===== src/source/can_decoder_pkg.sv =====
package can_decoder_pkg;

	// ==================================================
	// Decoder state
	// ==================================================

	// One state per CAN field plus the error frame
	typedef enum logic [4:0] {
		st_idle,			// Bus idle, waiting for SOF
		st_id_a,
		st_rtr_srr,			// RTR in standard frames, SRR in extended ones
		st_ide,
		st_id_b,
		st_rtr,				// Extended frames only
		st_reserved1,		// Extended frames only
		st_reserved0,
		st_dlc,
		st_data,
		st_crc,
		st_crc_delim,
		st_ack_slot,
		st_ack_delim,
		st_eof,
		st_intermission,
		st_error_flags,		// Superposed error flags
		st_error_delim
	} decoder_state_t;

	// Bits counted so far in the current field
	typedef logic [6:0] field_len_t;

	// Why the decoder entered the error frame
	typedef enum logic [1:0] {
		err_none,
		err_stuff,
		err_form,
		err_crc
	} error_cause_t;

	// Bus levels
	localparam logic DOMINANT  = 1'b0;
	localparam logic RECESSIVE = 1'b1;

endpackage


===== src/source/can_frame_pkg.sv =====
package can_frame_pkg;

	// ==================================================
	// Field lengths
	// ==================================================

	localparam int LEN_ID_A         = 11;	// Base identifier
	localparam int LEN_ID_B         = 18;	// Identifier extension
	localparam int LEN_DLC          = 4;
	localparam int LEN_CRC          = 15;
	localparam int LEN_EOF          = 7;	// Recessive end of frame
	localparam int LEN_INTERMISSION = 2;	// Third bit may already be the next SOF
	localparam int MAX_DATA_BYTES   = 8;	// Larger DLC codes still mean 8 bytes

	// ==================================================
	// Field types
	// ==================================================

	typedef logic [LEN_ID_A-1:0]         id_a_t;
	typedef logic [LEN_ID_B-1:0]         id_b_t;
	typedef logic [LEN_DLC-1:0]          dlc_t;
	typedef logic [MAX_DATA_BYTES*8-1:0] data_t;	// First received bit on top
	typedef logic [LEN_CRC-1:0]          crc_t;

	// x^15 + x^14 + x^10 + x^8 + x^7 + x^4 + x^3 + 1
	localparam crc_t CRC_POLY = 15'h4599;

	// Decoded frame as it leaves the decoder
	typedef struct packed {
		id_a_t id_a;
		logic  ide;		// Recessive for extended frames
		logic  rtr;		// Recessive for remote frames
		id_b_t id_b;	// Zero in standard frames
		dlc_t  dlc;		// Already clamped
		data_t data;	// Right aligned
		crc_t  crc;		// As received
	} can_frame_t;

endpackage


===== src/source/can_bit_counter.sv =====
`timescale 1ns/1ps

module can_bit_counter
	import can_frame_pkg::*;
	import can_decoder_pkg::*;
(
	input  logic           clock,
	input  logic           reset,
	input  logic           sample_point,
	input  logic           stuff_bit,
	input  decoder_state_t state,
	output field_len_t     bit_count	// Bits already seen in this field
);

	// Longest field is the data field
	localparam field_len_t COUNT_MAX = field_len_t'(MAX_DATA_BYTES * 8);

	decoder_state_t prev_state;	// State one clock ago
	field_len_t     count;
	logic           new_field;	// First clock in a new state
	logic           bit_valid;	// Sampled bit that belongs to the field

	assign new_field = (state != prev_state);
	assign bit_valid = sample_point & ~stuff_bit;

	always_ff @(posedge clock or posedge reset)
	begin
		if (reset)
		begin
			prev_state <= st_idle;
			count      <= '0;
		end
		else
		begin
			prev_state <= state;
			if (new_field)
				count <= bit_valid ? field_len_t'(1) : field_len_t'(0);	// Restart
			else if (bit_valid && count != COUNT_MAX)
				count <= count + 7'd1;	// Saturates in long idle periods
		end
	end

	// Old count is stale on the first clock of a field
	assign bit_count = new_field ? field_len_t'(0) : count;

	// Data field ends on its 64th bit at the latest
	assert property (@(posedge clock) disable iff (reset)
		(state == st_data) |-> (bit_count < COUNT_MAX));

endmodule


===== src/source/can_crc15.sv =====
`timescale 1ns/1ps

module can_crc15
	import can_frame_pkg::*;
(
	input  logic clock,
	input  logic reset,
	input  logic rx_bit,
	input  logic sample_point,
	input  logic crc_clear,		// Held while the bus is idle
	input  logic crc_enable,	// SOF up to the last data bit, stuff bits excluded
	output crc_t crc
);

	logic feedback;	// Incoming bit against the register MSB

	assign feedback = rx_bit ^ crc[LEN_CRC-1];

	// ==================================================
	// Serial CRC register
	// ==================================================

	always_ff @(posedge clock or posedge reset)
	begin
		if (reset)
			crc <= '0;
		else if (crc_clear)
			crc <= '0;	// Start value for the next frame
		else if (sample_point && crc_enable)
		begin
			// Shift left and fold in the polynomial
			if (feedback)
				crc <= {crc[LEN_CRC-2:0], 1'b0} ^ CRC_POLY;
			else
				crc <= {crc[LEN_CRC-2:0], 1'b0};
		end
	end

endmodule


===== src/source/can_decoder.sv =====
`timescale 1ns/1ps

module can_decoder
	import can_frame_pkg::*;
	import can_decoder_pkg::*;
#(
	parameter int FLAGS_MIN = 6,
	parameter int FLAGS_MAX = 12,
	parameter int DELIM_LEN = 8
)
(
	input  logic       clock,
	input  logic       reset,
	input  logic       rx_bit,
	input  logic       sample_point,	// One strobe per bus bit
	output can_frame_t frame,			// Valid from frame_received to next SOF
	output logic       frame_received,
	output logic       error_out
);

	logic           stuff_active;
	logic           stuff_bit;
	logic           stuff_error;
	logic           crc_clear;
	logic           crc_enable;
	logic           rtr_srr_bit;
	decoder_state_t state;
	field_len_t     bit_count;
	crc_t           crc;		// Computed CRC

	// ==================================================
	// Bit level
	// ==================================================

	can_destuffer u_destuffer (
		.clock        (clock),
		.reset        (reset),
		.rx_bit       (rx_bit),
		.sample_point (sample_point),
		.stuff_active (stuff_active),
		.stuff_bit    (stuff_bit),
		.stuff_error  (stuff_error)
	);

	can_crc15 u_crc15 (
		.clock        (clock),
		.reset        (reset),
		.rx_bit       (rx_bit),
		.sample_point (sample_point),
		.crc_clear    (crc_clear),
		.crc_enable   (crc_enable),
		.crc          (crc)
	);

	can_bit_counter u_bit_counter (
		.clock        (clock),
		.reset        (reset),
		.sample_point (sample_point),
		.stuff_bit    (stuff_bit),
		.state        (state),
		.bit_count    (bit_count)
	);

	// ==================================================
	// Frame level
	// ==================================================

	can_frame_fsm #(
		.FLAGS_MIN (FLAGS_MIN),
		.FLAGS_MAX (FLAGS_MAX),
		.DELIM_LEN (DELIM_LEN)
	) u_frame_fsm (
		.clock          (clock),
		.reset          (reset),
		.rx_bit         (rx_bit),
		.sample_point   (sample_point),
		.stuff_bit      (stuff_bit),
		.stuff_error    (stuff_error),
		.bit_count      (bit_count),
		.crc            (crc),
		.rx_crc         (frame.crc),
		.dlc            (frame.dlc),
		.ide            (frame.ide),
		.rtr_srr_bit    (rtr_srr_bit),
		.state          (state),
		.stuff_active   (stuff_active),
		.crc_clear      (crc_clear),
		.crc_enable     (crc_enable),
		.frame_received (frame_received),
		.error_out      (error_out)
	);

	can_field_capture u_field_capture (
		.clock        (clock),
		.reset        (reset),
		.rx_bit       (rx_bit),
		.sample_point (sample_point),
		.stuff_bit    (stuff_bit),
		.state        (state),
		.frame        (frame),
		.rtr_srr_bit  (rtr_srr_bit)
	);

endmodule


===== src/source/can_destuffer.sv =====
`timescale 1ns/1ps

module can_destuffer
(
	input  logic clock,
	input  logic reset,
	input  logic rx_bit,
	input  logic sample_point,
	input  logic stuff_active,	// SOF up to the bit after the CRC
	output logic stuff_bit,		// Current sample is a stuff bit
	output logic stuff_error	// Sixth equal bit in a row
);

	logic [4:0] history;	// Last five raw bus bits, newest in bit 0
	logic       run_low;	// Five dominant bits seen
	logic       run_high;	// Five recessive bits seen

	// ==================================================
	// Raw bit history
	// ==================================================

	// Stuff bits are shifted in as well
	always_ff @(posedge clock or posedge reset)
	begin
		if (reset)
			history <= 5'b10101;	// Alternating so no run is pending
		else if (sample_point)
			history <= {history[3:0], rx_bit};
	end

	assign run_low  = (history == 5'b00000);
	assign run_high = (history == 5'b11111);

	// ==================================================
	// Stuff decision for the current sample
	// ==================================================

	// Opposite level after a run is the inserted bit
	assign stuff_bit   = sample_point & stuff_active &
		((run_low & rx_bit) | (run_high & ~rx_bit));

	// Same level again breaks the stuffing rule
	assign stuff_error = sample_point & stuff_active &
		((run_low & ~rx_bit) | (run_high & rx_bit));

	// A bit is either dropped or flagged, never both
	assert property (@(posedge clock) disable iff (reset) !(stuff_bit && stuff_error));

endmodule


===== src/source/can_field_capture.sv =====
`timescale 1ns/1ps

module can_field_capture
	import can_frame_pkg::*;
	import can_decoder_pkg::*;
(
	input  logic           clock,
	input  logic           reset,
	input  logic           rx_bit,
	input  logic           sample_point,
	input  logic           stuff_bit,
	input  decoder_state_t state,
	output can_frame_t     frame,
	output logic           rtr_srr_bit	// RTR or SRR until IDE tells which
);

	logic bit_valid;	// Destuffed sample

	assign bit_valid = sample_point & ~stuff_bit;

	// ==================================================
	// Field shift registers
	// ==================================================

	always_ff @(posedge clock or posedge reset)
	begin
		if (reset)
		begin
			frame       <= '0;
			rtr_srr_bit <= RECESSIVE;
		end
		else if (bit_valid)
		begin
			case (state)
				st_idle:
					if (rx_bit == DOMINANT)
						frame <= '0;	// SOF clears so short fields read with leading zeros
				st_id_a:
					frame.id_a <= {frame.id_a[LEN_ID_A-2:0], rx_bit};
				st_rtr_srr:
					rtr_srr_bit <= rx_bit;
				st_ide:
				begin
					frame.ide <= rx_bit;
					frame.rtr <= rtr_srr_bit;	// Final for standard frames
				end
				st_id_b:
					frame.id_b <= {frame.id_b[LEN_ID_B-2:0], rx_bit};
				st_rtr:
					frame.rtr <= rx_bit;		// Extended frame RTR
				st_dlc:
				begin
					// MSB reaches bit 2 before the last shift
					if (frame.dlc[2])
						frame.dlc <= dlc_t'(MAX_DATA_BYTES);
					else
						frame.dlc <= {frame.dlc[2:0], rx_bit};
				end
				st_data:
					frame.data <= {frame.data[$bits(data_t)-2:0], rx_bit};
				st_crc:
					frame.crc <= {frame.crc[LEN_CRC-2:0], rx_bit};
				default:
				begin
					// Delimiters, ACK, EOF and the error frame carry no payload
				end
			endcase
		end
	end

endmodule


===== src/source/can_frame_fsm.sv =====
`timescale 1ns/1ps

module can_frame_fsm
	import can_frame_pkg::*;
	import can_decoder_pkg::*;
#(
	parameter int FLAGS_MIN = 6,	// Shortest error flag
	parameter int FLAGS_MAX = 12,	// Longest superposed error flag
	parameter int DELIM_LEN = 8
)
(
	input  logic           clock,
	input  logic           reset,
	input  logic           rx_bit,
	input  logic           sample_point,
	input  logic           stuff_bit,
	input  logic           stuff_error,
	input  field_len_t     bit_count,
	input  crc_t           crc,			// Computed over the frame
	input  crc_t           rx_crc,		// Taken from the CRC field
	input  dlc_t           dlc,			// DLC bits captured so far
	input  logic           ide,
	input  logic           rtr_srr_bit,	// Bit right after the base identifier
	output decoder_state_t state,
	output logic           stuff_active,
	output logic           crc_clear,
	output logic           crc_enable,
	output logic           frame_received,
	output logic           error_out
);

	// Last bit index of each fixed field
	localparam field_len_t LAST_ID_A  = field_len_t'(LEN_ID_A - 1);
	localparam field_len_t LAST_ID_B  = field_len_t'(LEN_ID_B - 1);
	localparam field_len_t LAST_DLC   = field_len_t'(LEN_DLC - 1);
	localparam field_len_t LAST_CRC   = field_len_t'(LEN_CRC - 1);
	localparam field_len_t LAST_EOF   = field_len_t'(LEN_EOF - 1);
	localparam field_len_t LAST_IFS   = field_len_t'(LEN_INTERMISSION - 1);
	localparam field_len_t MIN_FLAGS  = field_len_t'(FLAGS_MIN);
	localparam field_len_t LAST_FLAG  = field_len_t'(FLAGS_MAX - 1);
	localparam field_len_t LAST_DELIM = field_len_t'(DELIM_LEN - 1);

	decoder_state_t next_state;
	error_cause_t   error_cause;	// Error found on this sample
	logic           bit_valid;		// Sampled, not a stuff bit
	logic           sof;			// Dominant sample while idle
	logic           ext_rtr;		// RTR bit of an extended frame
	logic           remote;
	dlc_t           dlc_full;		// DLC including the current bit
	field_len_t     data_len;		// Data field length in bits
	logic           crc_field;		// Fields covered by the CRC

	assign bit_valid = sample_point & ~stuff_bit;
	assign sof       = sample_point & (state == st_idle) & (rx_bit == DOMINANT);
	assign dlc_full  = {dlc[2:0], rx_bit};
	assign data_len  = {dlc, 3'b000};
	assign remote    = ide ? ext_rtr : rtr_srr_bit;

	// ==================================================
	// Next state and error detection
	// ==================================================

	always_comb
	begin
		next_state  = state;
		error_cause = err_none;
		if (stuff_error)
			error_cause = err_stuff;
		else if (bit_valid)
		begin
			case (state)
				st_idle:
					if (rx_bit == DOMINANT)
						next_state = st_id_a;	// SOF
				st_id_a:
					if (bit_count == LAST_ID_A)
						next_state = st_rtr_srr;
				st_rtr_srr:
					next_state = st_ide;
				st_ide:
					if (rx_bit == DOMINANT)
						next_state = st_reserved0;	// Standard frame
					else if (rtr_srr_bit == DOMINANT)
						error_cause = err_form;		// SRR must be recessive
					else
						next_state = st_id_b;
				st_id_b:
					if (bit_count == LAST_ID_B)
						next_state = st_rtr;
				st_rtr:
					next_state = st_reserved1;
				st_reserved1:
					next_state = st_reserved0;
				st_reserved0:
					next_state = st_dlc;
				st_dlc:
					if (bit_count == LAST_DLC)	// Skip data for remote or empty frames
						next_state = (remote || dlc_full == '0) ? st_crc : st_data;
				st_data:
					if (bit_count == data_len - 7'd1)
						next_state = st_crc;
				st_crc:
					if (bit_count == LAST_CRC)
						next_state = st_crc_delim;
				st_crc_delim:
					if (rx_bit == DOMINANT)
						error_cause = err_form;
					else if (crc != rx_crc)
						error_cause = err_crc;
					else
						next_state = st_ack_slot;
				st_ack_slot:
					if (rx_bit == RECESSIVE)
						error_cause = err_form;	// Nobody acknowledged
					else
						next_state = st_ack_delim;
				st_ack_delim:
					if (rx_bit == DOMINANT)
						error_cause = err_form;
					else
						next_state = st_eof;
				st_eof:
					if (rx_bit == DOMINANT)
						error_cause = err_form;
					else if (bit_count == LAST_EOF)
						next_state = st_intermission;
				st_intermission:
					if (rx_bit == DOMINANT)
						error_cause = err_form;	// No overload frames here
					else if (bit_count == LAST_IFS)
						next_state = st_idle;
				st_error_flags:
					if (rx_bit == RECESSIVE)
					begin
						// Early recessive bits are ignored
						if (bit_count >= MIN_FLAGS && bit_count <= LAST_FLAG)
							next_state = st_error_delim;
					end
					else if (bit_count == LAST_FLAG)
						next_state = st_idle;	// Over-long flag resyncs through idle
				st_error_delim:
					if (rx_bit == DOMINANT)
						error_cause = err_form;	// Starts a fresh error frame
					else if (bit_count == LAST_DELIM)
						next_state = st_idle;
				default:
					next_state = st_idle;
			endcase
		end

		if (error_cause != err_none)
			next_state = st_error_flags;
	end

	// ==================================================
	// State and output strobes
	// ==================================================

	always_ff @(posedge clock or posedge reset)
	begin
		if (reset)
		begin
			state          <= st_idle;
			frame_received <= 1'b0;
			error_out      <= 1'b0;
			ext_rtr        <= 1'b0;
		end
		else
		begin
			state          <= next_state;
			error_out      <= (error_cause != err_none);
			frame_received <= (state == st_eof) && (next_state == st_intermission);
			if (bit_valid && state == st_rtr)
				ext_rtr <= rx_bit;
		end
	end

	// Includes the possible stuff bit after the last CRC bit
	assign stuff_active = state inside {st_id_a, st_rtr_srr, st_ide, st_id_b, st_rtr,
		st_reserved1, st_reserved0, st_dlc, st_data, st_crc, st_crc_delim};

	assign crc_field = state inside {st_id_a, st_rtr_srr, st_ide, st_id_b, st_rtr,
		st_reserved1, st_reserved0, st_dlc, st_data};

	assign crc_clear  = (state == st_idle) & ~sof;
	assign crc_enable = sof | (crc_field & ~stuff_bit);	// Sampled in the CRC block

	assert property (@(posedge clock) disable iff (reset) !(error_out && frame_received));

endmodule


===== config.mk =====
export PLATFORM = sky130hd
export DESIGN_NAME = can_decoder
export DESIGN_NICKNAME = d
export VERILOG_FILES = /design/src/source/can_decoder_pkg.sv /design/src/source/can_frame_pkg.sv /design/src/source/can_bit_counter.sv /design/src/source/can_crc15.sv /design/src/source/can_decoder.sv /design/src/source/can_destuffer.sv /design/src/source/can_field_capture.sv /design/src/source/can_frame_fsm.sv
export SDC_FILE = /design/constraint.sdc
export NUM_CORES = 1
export LEC_CHECK = 0
export ABC_AREA = 1
export BUFFER_PORTS_ARGS = -buffer_cell sky130_fd_sc_hd__clkbuf_2
export CAP_MARGIN = 20
export CORE_UTILIZATION = 57
export DETAILED_ROUTE_END_ITERATION = 10
export GPL_ROUTABILITY_DRIVEN = 0
export HOLD_SLACK_MARGIN = 0.1
export PLACE_DENSITY_LB_ADDON = 0.12
export SLEW_MARGIN = 20
export SYNTH_ARGS = -nofsm -noshare
export SYNTH_HDL_FRONTEND = slang
export SYNTH_SLANG_ARGS = --single-unit

===== constraint.sdc =====
create_clock -name clock -period 5.8 [get_ports clock]
set_input_delay 0.87 -clock clock [delete_from_list [all_inputs] [get_ports clock]]
set_output_delay 0.87 -clock clock [all_outputs]
set_load 0.02 [all_outputs]

## Word level (Yosys, flattened, before mapping)

Cells that the tools add are included.

| storage, ports and cells | value |
|---|---|
| flip-flop bits (word level) | 155 |
| input bits | 4 |
| logic and storage cells | 154 |
| output and inout port bits | 116 |

| operators by class | value |
|---|---|
| multiplexer cells | 52 |
| add/sub/neg operators | 2 |
| reductions and logical operators | 30 |
| eq/ne operators | 32 |
| magnitude comparators | 2 |
| bitwise logic cells | 20 |

Operators by type and width:

| operator | count |
|---|---|
| $pmux 64 s2 | 1 |
| $mux 5 | 24 |
| $mux 114 | 1 |
| $pmux 5 s18 | 1 |
| $eq 5x4->1 const B | 9 |
| $mux 15 | 3 |
| $pmux 18 s2 | 1 |
| $pmux 15 s2 | 1 |
| $pmux 11 s2 | 1 |
| $eq 7x4->1 const B | 3 |
| $mux 7 | 3 |
| $reduce_and 3->1 | 7 |
| $eq 5x3->1 const B | 4 |
| $mux 2 | 9 |
| $reduce_bool 2->1 | 9 |
| $eq 5x5->1 const B | 3 |
| $ne 15x15->1 | 1 |
| $eq 7x3->1 const B | 2 |
| $and 1x1->1 | 12 |
| $reduce_bool 11->1 | 1 |
| $eq 5x2->1 const B | 2 |
| $logic_not 5->1 | 2 |
| $reduce_bool 9->1 | 1 |
| $pmux 2 s4 | 1 |
| 27 further kinds | 36 |

## Longest topological paths before layout

| logic depth | value |
|---|---|
| word-level depth | 12 |
| gate-level depth with buffers | 21 |
| gate-level depth less buffers | 20 |

## By module

A second synthesis with hierarchy kept.

| unflattened totals | value |
|---|---|
| cells, all modules | 1,074 |
| area total of the unflattened synthesis | 7,941.4 um2 |

By module, submodules not included:

| module | area an instance (um2) | instances | cells an instance | sequential area each (um2) |
|---|---|---|---|---|
| can_field_capture | 4,757.1 | 1 | 541 | 2,879.0 |
| can_frame_fsm | 1,505.2 | 1 | 312 | 200.2 |
| can_bit_counter | 730.7 | 1 | 103 | 300.3 |
| can_crc15 | 686.9 | 1 | 81 | 375.4 |
| can_destuffer | 261.5 | 1 | 37 | 128.9 |

## Least setup slack after synthesis

No wires, ideal clock.

| path | value |
|---|---|
| kind | input -> register |
| from | input port rx_bit |
| to | register u_frame_fsm.frame_received |
| data arrival time | 2,351 ps |
| path slack | 3,333 ps |
| library setup time | 116 ps |
| cell stages on the path | 15 |
| data required time | 5,684 ps |
| path buffers | 2 |
| cell sequence | clkbuf_1 inv_1 clkbuf_1 o21ai_0 nand3_1 a211oi_1 nand2_1 nor2_1 nand2_1 nor2_1 nand2_1 nand2_1 nand2_1 nand2_1 nor2_1 |

| on the way | value |
|---|---|
| longest elaborated chain between the ends | 12 |
| elaborated cells between the ends (all ways) | 38 |
| those cells by class | 1 x eq/ne; 22 x mux; 11 x bitwise; 4 x reduce/logical |

Ends and longest elaborated chain:

| item | line | text |
|---|---|---|
| start: declaration | can_decoder.sv:14 | `input logic rx_bit,` |
| parallel branches: the longest is 9 deep, another holds $pmux 5 s18 | -- |  |
| $mux 5 * | can_frame_fsm.sv:151 | `if (error_cause != err_none)` |
| $eq 5x4->1 * | can_frame_fsm.sv:172 | `frame_received <= (state == st_eof) && (next_state == st_intermission);` |
| $logic_and 1x1->1 * | can_frame_fsm.sv:172 |  |
| end signal: assignment | can_frame_fsm.sv:172 |  |
| end: declaration | can_frame_fsm.sv:28 | `output logic frame_received,` |

Mark *: on every way between the ends.
A chain may end at the register's enable or synchronous reset.

## Worst setup path in the final report

| path | value |
|---|---|
| from | register u_frame_fsm.state[0] |
| to | register u_field_capture.frame[110] (netlist name) |

| on the way | value |
|---|---|
| longest elaborated chain between the ends | 7 |
| elaborated cells between the ends (all ways) | 21 |
| those cells by class | 12 x eq/ne; 1 x mux; 4 x bitwise; 4 x reduce/logical |

Ends and longest elaborated chain:

| item | line | text |
|---|---|---|
| start: declaration | can_frame_fsm.sv:24 | `output decoder_state_t state,` |
| start signal: assignment | can_frame_fsm.sv:163 | `state <= st_idle;` |
| start signal: assignment | can_frame_fsm.sv:170 | `state <= next_state;` |
| $eq 5x1->1 (tied with other cells) | can_field_capture.sv:34, can_frame_fsm.sv:179 |  |
| $reduce_bool 11->1 | can_frame_fsm.sv:179 | `assign stuff_active = state inside {st_id_a, st_rtr_srr, st_ide, st_id_b, st_rtr,` |
| $and 1x1->1 (2 in series) | can_destuffer.sv:39 | `assign stuff_bit = sample_point & stuff_active &` |
| $not 1->1 | can_field_capture.sv:19 | `assign bit_valid = sample_point & ~stuff_bit;` |
| $and 1x1->1 | can_field_capture.sv:19 |  |
| $reduce_and 3->1 (no line) | -- |  |

Several ways; a longest one is shown, not always the timed one.

==> impl_metrics.yaml <==
global_route:
  grt_pass1_wl_um: 31300
  gr-total-overflow: 0
  grt_pass1_vias: 6384
  grt_start_max_net_pins: 106
  grt_antenna_before_repair: 0
  grt_usage_pct: 28.0
power_and_ir_drop:
  irDropWorstVdd_mv: 0.241
  seqPwrFrac_pct: 37.4
  sw_frac_of_total_pct: 37.5
  switchingPower_w: 0.00126
  p_per_area_nw_per_um2: 376
  intPower_w: 0.00209
  p_total_w: 0.00335
  power_frac_comb_pct: 28.6
  p_leak_nw: 4.74
  clkPwrFrac_pct: 34.0
logic_synthesis:
  synth.area.top_cells: "dfrtp_1 (50%), nand2_1 (11%), o21ai_0 (9.6%)"
  synth_top_area_share_pct: 49.5
  yosysMostFrequentCell: "nand2_1"
  avgSynthCellArea_um2: 7.94
  ys_ff_latch: 155
  syn_area_um2: 7630
  ys_warn_count: 0
  synth-seq-area-share_pct: 50.9
  ys_top_cells_by_count: "nand2_1 (216), dfrtp_1 (151), o21ai_0 (147)"
  synth-async-reset-ratio_pct: 100
  synth_cells: 961
  syn_nets: 968
  post_synth_num_cell_types: 41
  synthFlopType: "dfrtp_1"
  synth_edf_count: 0
  yosys.area.top_type: "dfrtp_1"
clocking:
  cts-buffers-inserted: 17
  clkLatencyLatePin_ns: 0.43
  htree_levels: 4
  cts_sinks: 155
  ctsHoldBuffers: 0
  cts_tree: "done"
  clockBufferDepth: 2
  post_cts_buffers: 0
  ctsResizeCount: 0
  root_buffer: "clkbuf_16"
  clkTransAtPathRegs_ns: 0.06
timing:
  setup_tns_ns: 0
  rsz0062_at_grt: "false"
  final.setup.worst_slack_ns: 1.93
  slew_violations: 0
  fin_crit_ns: 3.87
  finalClockSkew_ns: 0.00863
  timing.hold.ws_ns: 0.501
  timing.final.crit_share_pct: 66.6
  hold_viol_final: 0
  fmax_ghz: 0.259
  slew_headroom_pct: 26.8
  worst_slew_pin_slew_ns: 1.09
  setup_viol: 0
drt:
  wl_per_cell_um: 15.2
  antenna_left: 0
  drt_pre_antenna_iters: 6
  vias_per_cell: 5.71
  drtIter0Drc: 614
  via_count: 7064
  drt-total-wl_um: 18800
  drc: 0
critical_path:
  cp_common_cell: "nor2_1"
  setup.worst_path.start: "u_frame_fsm.state[0]$_DFF_PP0_"
  crit_fanout: 59
  cpMaxStageDelayCell: "nor2_1"
  worst_ep_required_time_ns: 6.12
  startpoint_type: "register"
  crit_path_end_kind: "register"
  reg2regPathDepth: 12
  slowest_delay_ns: 0.72
  cp_data_arrival_time_ns: 4.18
  worstReg2RegStart: "u_frame_fsm.state[0]$_DFF_PP0_"
  critical_path_class: "reg2reg"
  crit_chain: "inv_2 > nor2_1 > nand2_1 > nor2_1 > nor2_1 > nand2_1 > a21oi_4 > inv_2 > buf_4 > nor2_1 > nand3_1 > nand2_1"
  timing.rr.end: "u_field_capture.frame[110]$_DFFE_PP0P_"
  r2r_slack_ns: 1.93
cells_and_area:
  synthToLayoutAreaGrowth_pct: 16.7
  final_nets: 1059
  drive_above_1_share_pct: 17.6
  fillers: 1069
  antenna_cells: 0
worst_hold_path:
  min_path_cells: 2
  hold_start: "u_field_capture.rtr_srr_bit$_DFFE_PP1P_"
  holdPathEnd: "u_field_capture.rtr_srr_bit$_DFFE_PP1P_"
  hold_path_class: "reg2reg"
die:
  num_rows: 41
  die-area_um2: 13800
  die_x_um: 118
  die_y_um: 118
  initial_core_util_pct: 59.5
  ioPinCount: 120
  core_um2: 12800
placed_design:
  dp_slack_ns: 2.01
  portBuffers: 119
  place_hpwl_um: 12300
job:
  maxCapViolations: 0
outcome:
  status: "complete, no violations"
-- power groups by stage --
stage	logic (W)	clock network, W	registers (W)
after floorplan	0.000744	0	0.00124
after global placement	0.000913	0	0.00127
after detailed placement	0.000934	0	0.00127
after CTS	0.000940	0.00115	0.00125
after global routing	0.00107	0.00119	0.00126
final	0.000958	0.00114	0.00125
-- how the worst max path moves through the flow --
| stage | slack (ns) | cells past startpoint | endpoint |
|---|---|---|---|
| after floorplan | 0.76 | 1 | u_bit_counter.count[0]$_DFFE_PP0P_ |
| after global placement | 2.17 | 12 | u_field_capture.frame[106]$_DFFE_PP0P_ |
| after detailed placement | 2.01 | 12 | u_field_capture.frame[110]$_DFFE_PP0P_ |
| after CTS | 1.99 | 12 | u_field_capture.frame[110]$_DFFE_PP0P_ |
| after global routing | 1.56 | 12 | u_field_capture.frame[111]$_DFFE_PP0P_ |
| final | 1.93 | 12 | u_field_capture.frame[110]$_DFFE_PP0P_ |
-- per-layer routing --
layer	track usage [%]	up-vias	share of wire, %
li1	-	3390	-
met1	40.1	3334	46
met2	41.8	282	46
met3	5.23	58	5.9
met4	11.5	0	2.5
met5	0	-	0
-- state kept, by name, indices dropped and copies added, names as in the netlist --
signal,flops
u_field_capture.frame,114
u_frame_fsm.state,5
u_bit_counter.prev_state,5
u_frame_fsm.frame_received,1
u_field_capture.rtr_srr_bit,1
u_destuffer.history,5
u_frame_fsm.error_out,1
u_crc15.crc,15
u_frame_fsm.ext_rtr,1
u_bit_counter.count,7
-- kinds of logic after synthesis --
logic type | synth area share, %
adders and majority gates | 0.492
DFF | 50.9
AOI/OAI and AO/OA | 13.2
muxes | 0.279
and+or+nand+nor | 26.9
xor gates and xnor gates | 0.689
buffers and inverters | 7.55
-- area by class of cell --
cell class | instances | area, um^2 | area share (%)
Clock buffer | 21 | 480 | 5.40
Clock inverter | 11 | 134 | 1.50
Inverter | 86 | 328 | 3.68
Multi-Input combinational cell | 664 | 3190 | 35.8
Sequential cell | 155 | 3880 | 43.6
Tap cell | 172 | 215 | 2.42
Timing Repair Buffer | 128 | 674 | 7.58
-- critical path: cells and delay by family (launching register included) --
family	cells	cell delay (ns)
DFF	1	0.55
AOI/OAI and AO/OA	1	0.11
and+or+nand+nor	8	1.79
buffers and inverters	3	1.29
-- per-stage QoR --
stage / instance area, um^2 / utilization, % / instances
2_1_floorplan: 7630 / - / 961
3_3_place_gp: 8260 / 64.4 / 1203
3_5_place_dp: 8270 / 64.5 / 1204
4_1_cts: 8890 / 69.3 / 1236
5_1_grt: 8900 / 69.4 / 1237
6_report: 8900 / 69.4 / 1237
-- layout by cell type (no fill, tap or decap), drive strengths merged, types with 3 or more instances in the layout --
master	n
a211oi	3
ha	3
nand4	20
nor3	10
clkbuf	140
dfrtp	151
xnor2	5
dfstp	4
buf	9
nand2	219
nand3	146
a21oi	13
o21ai	167
clkinv	6
nor2	59
inv	88
nor3b	3
No activity file was read; power rests on OpenSTA's default activity.
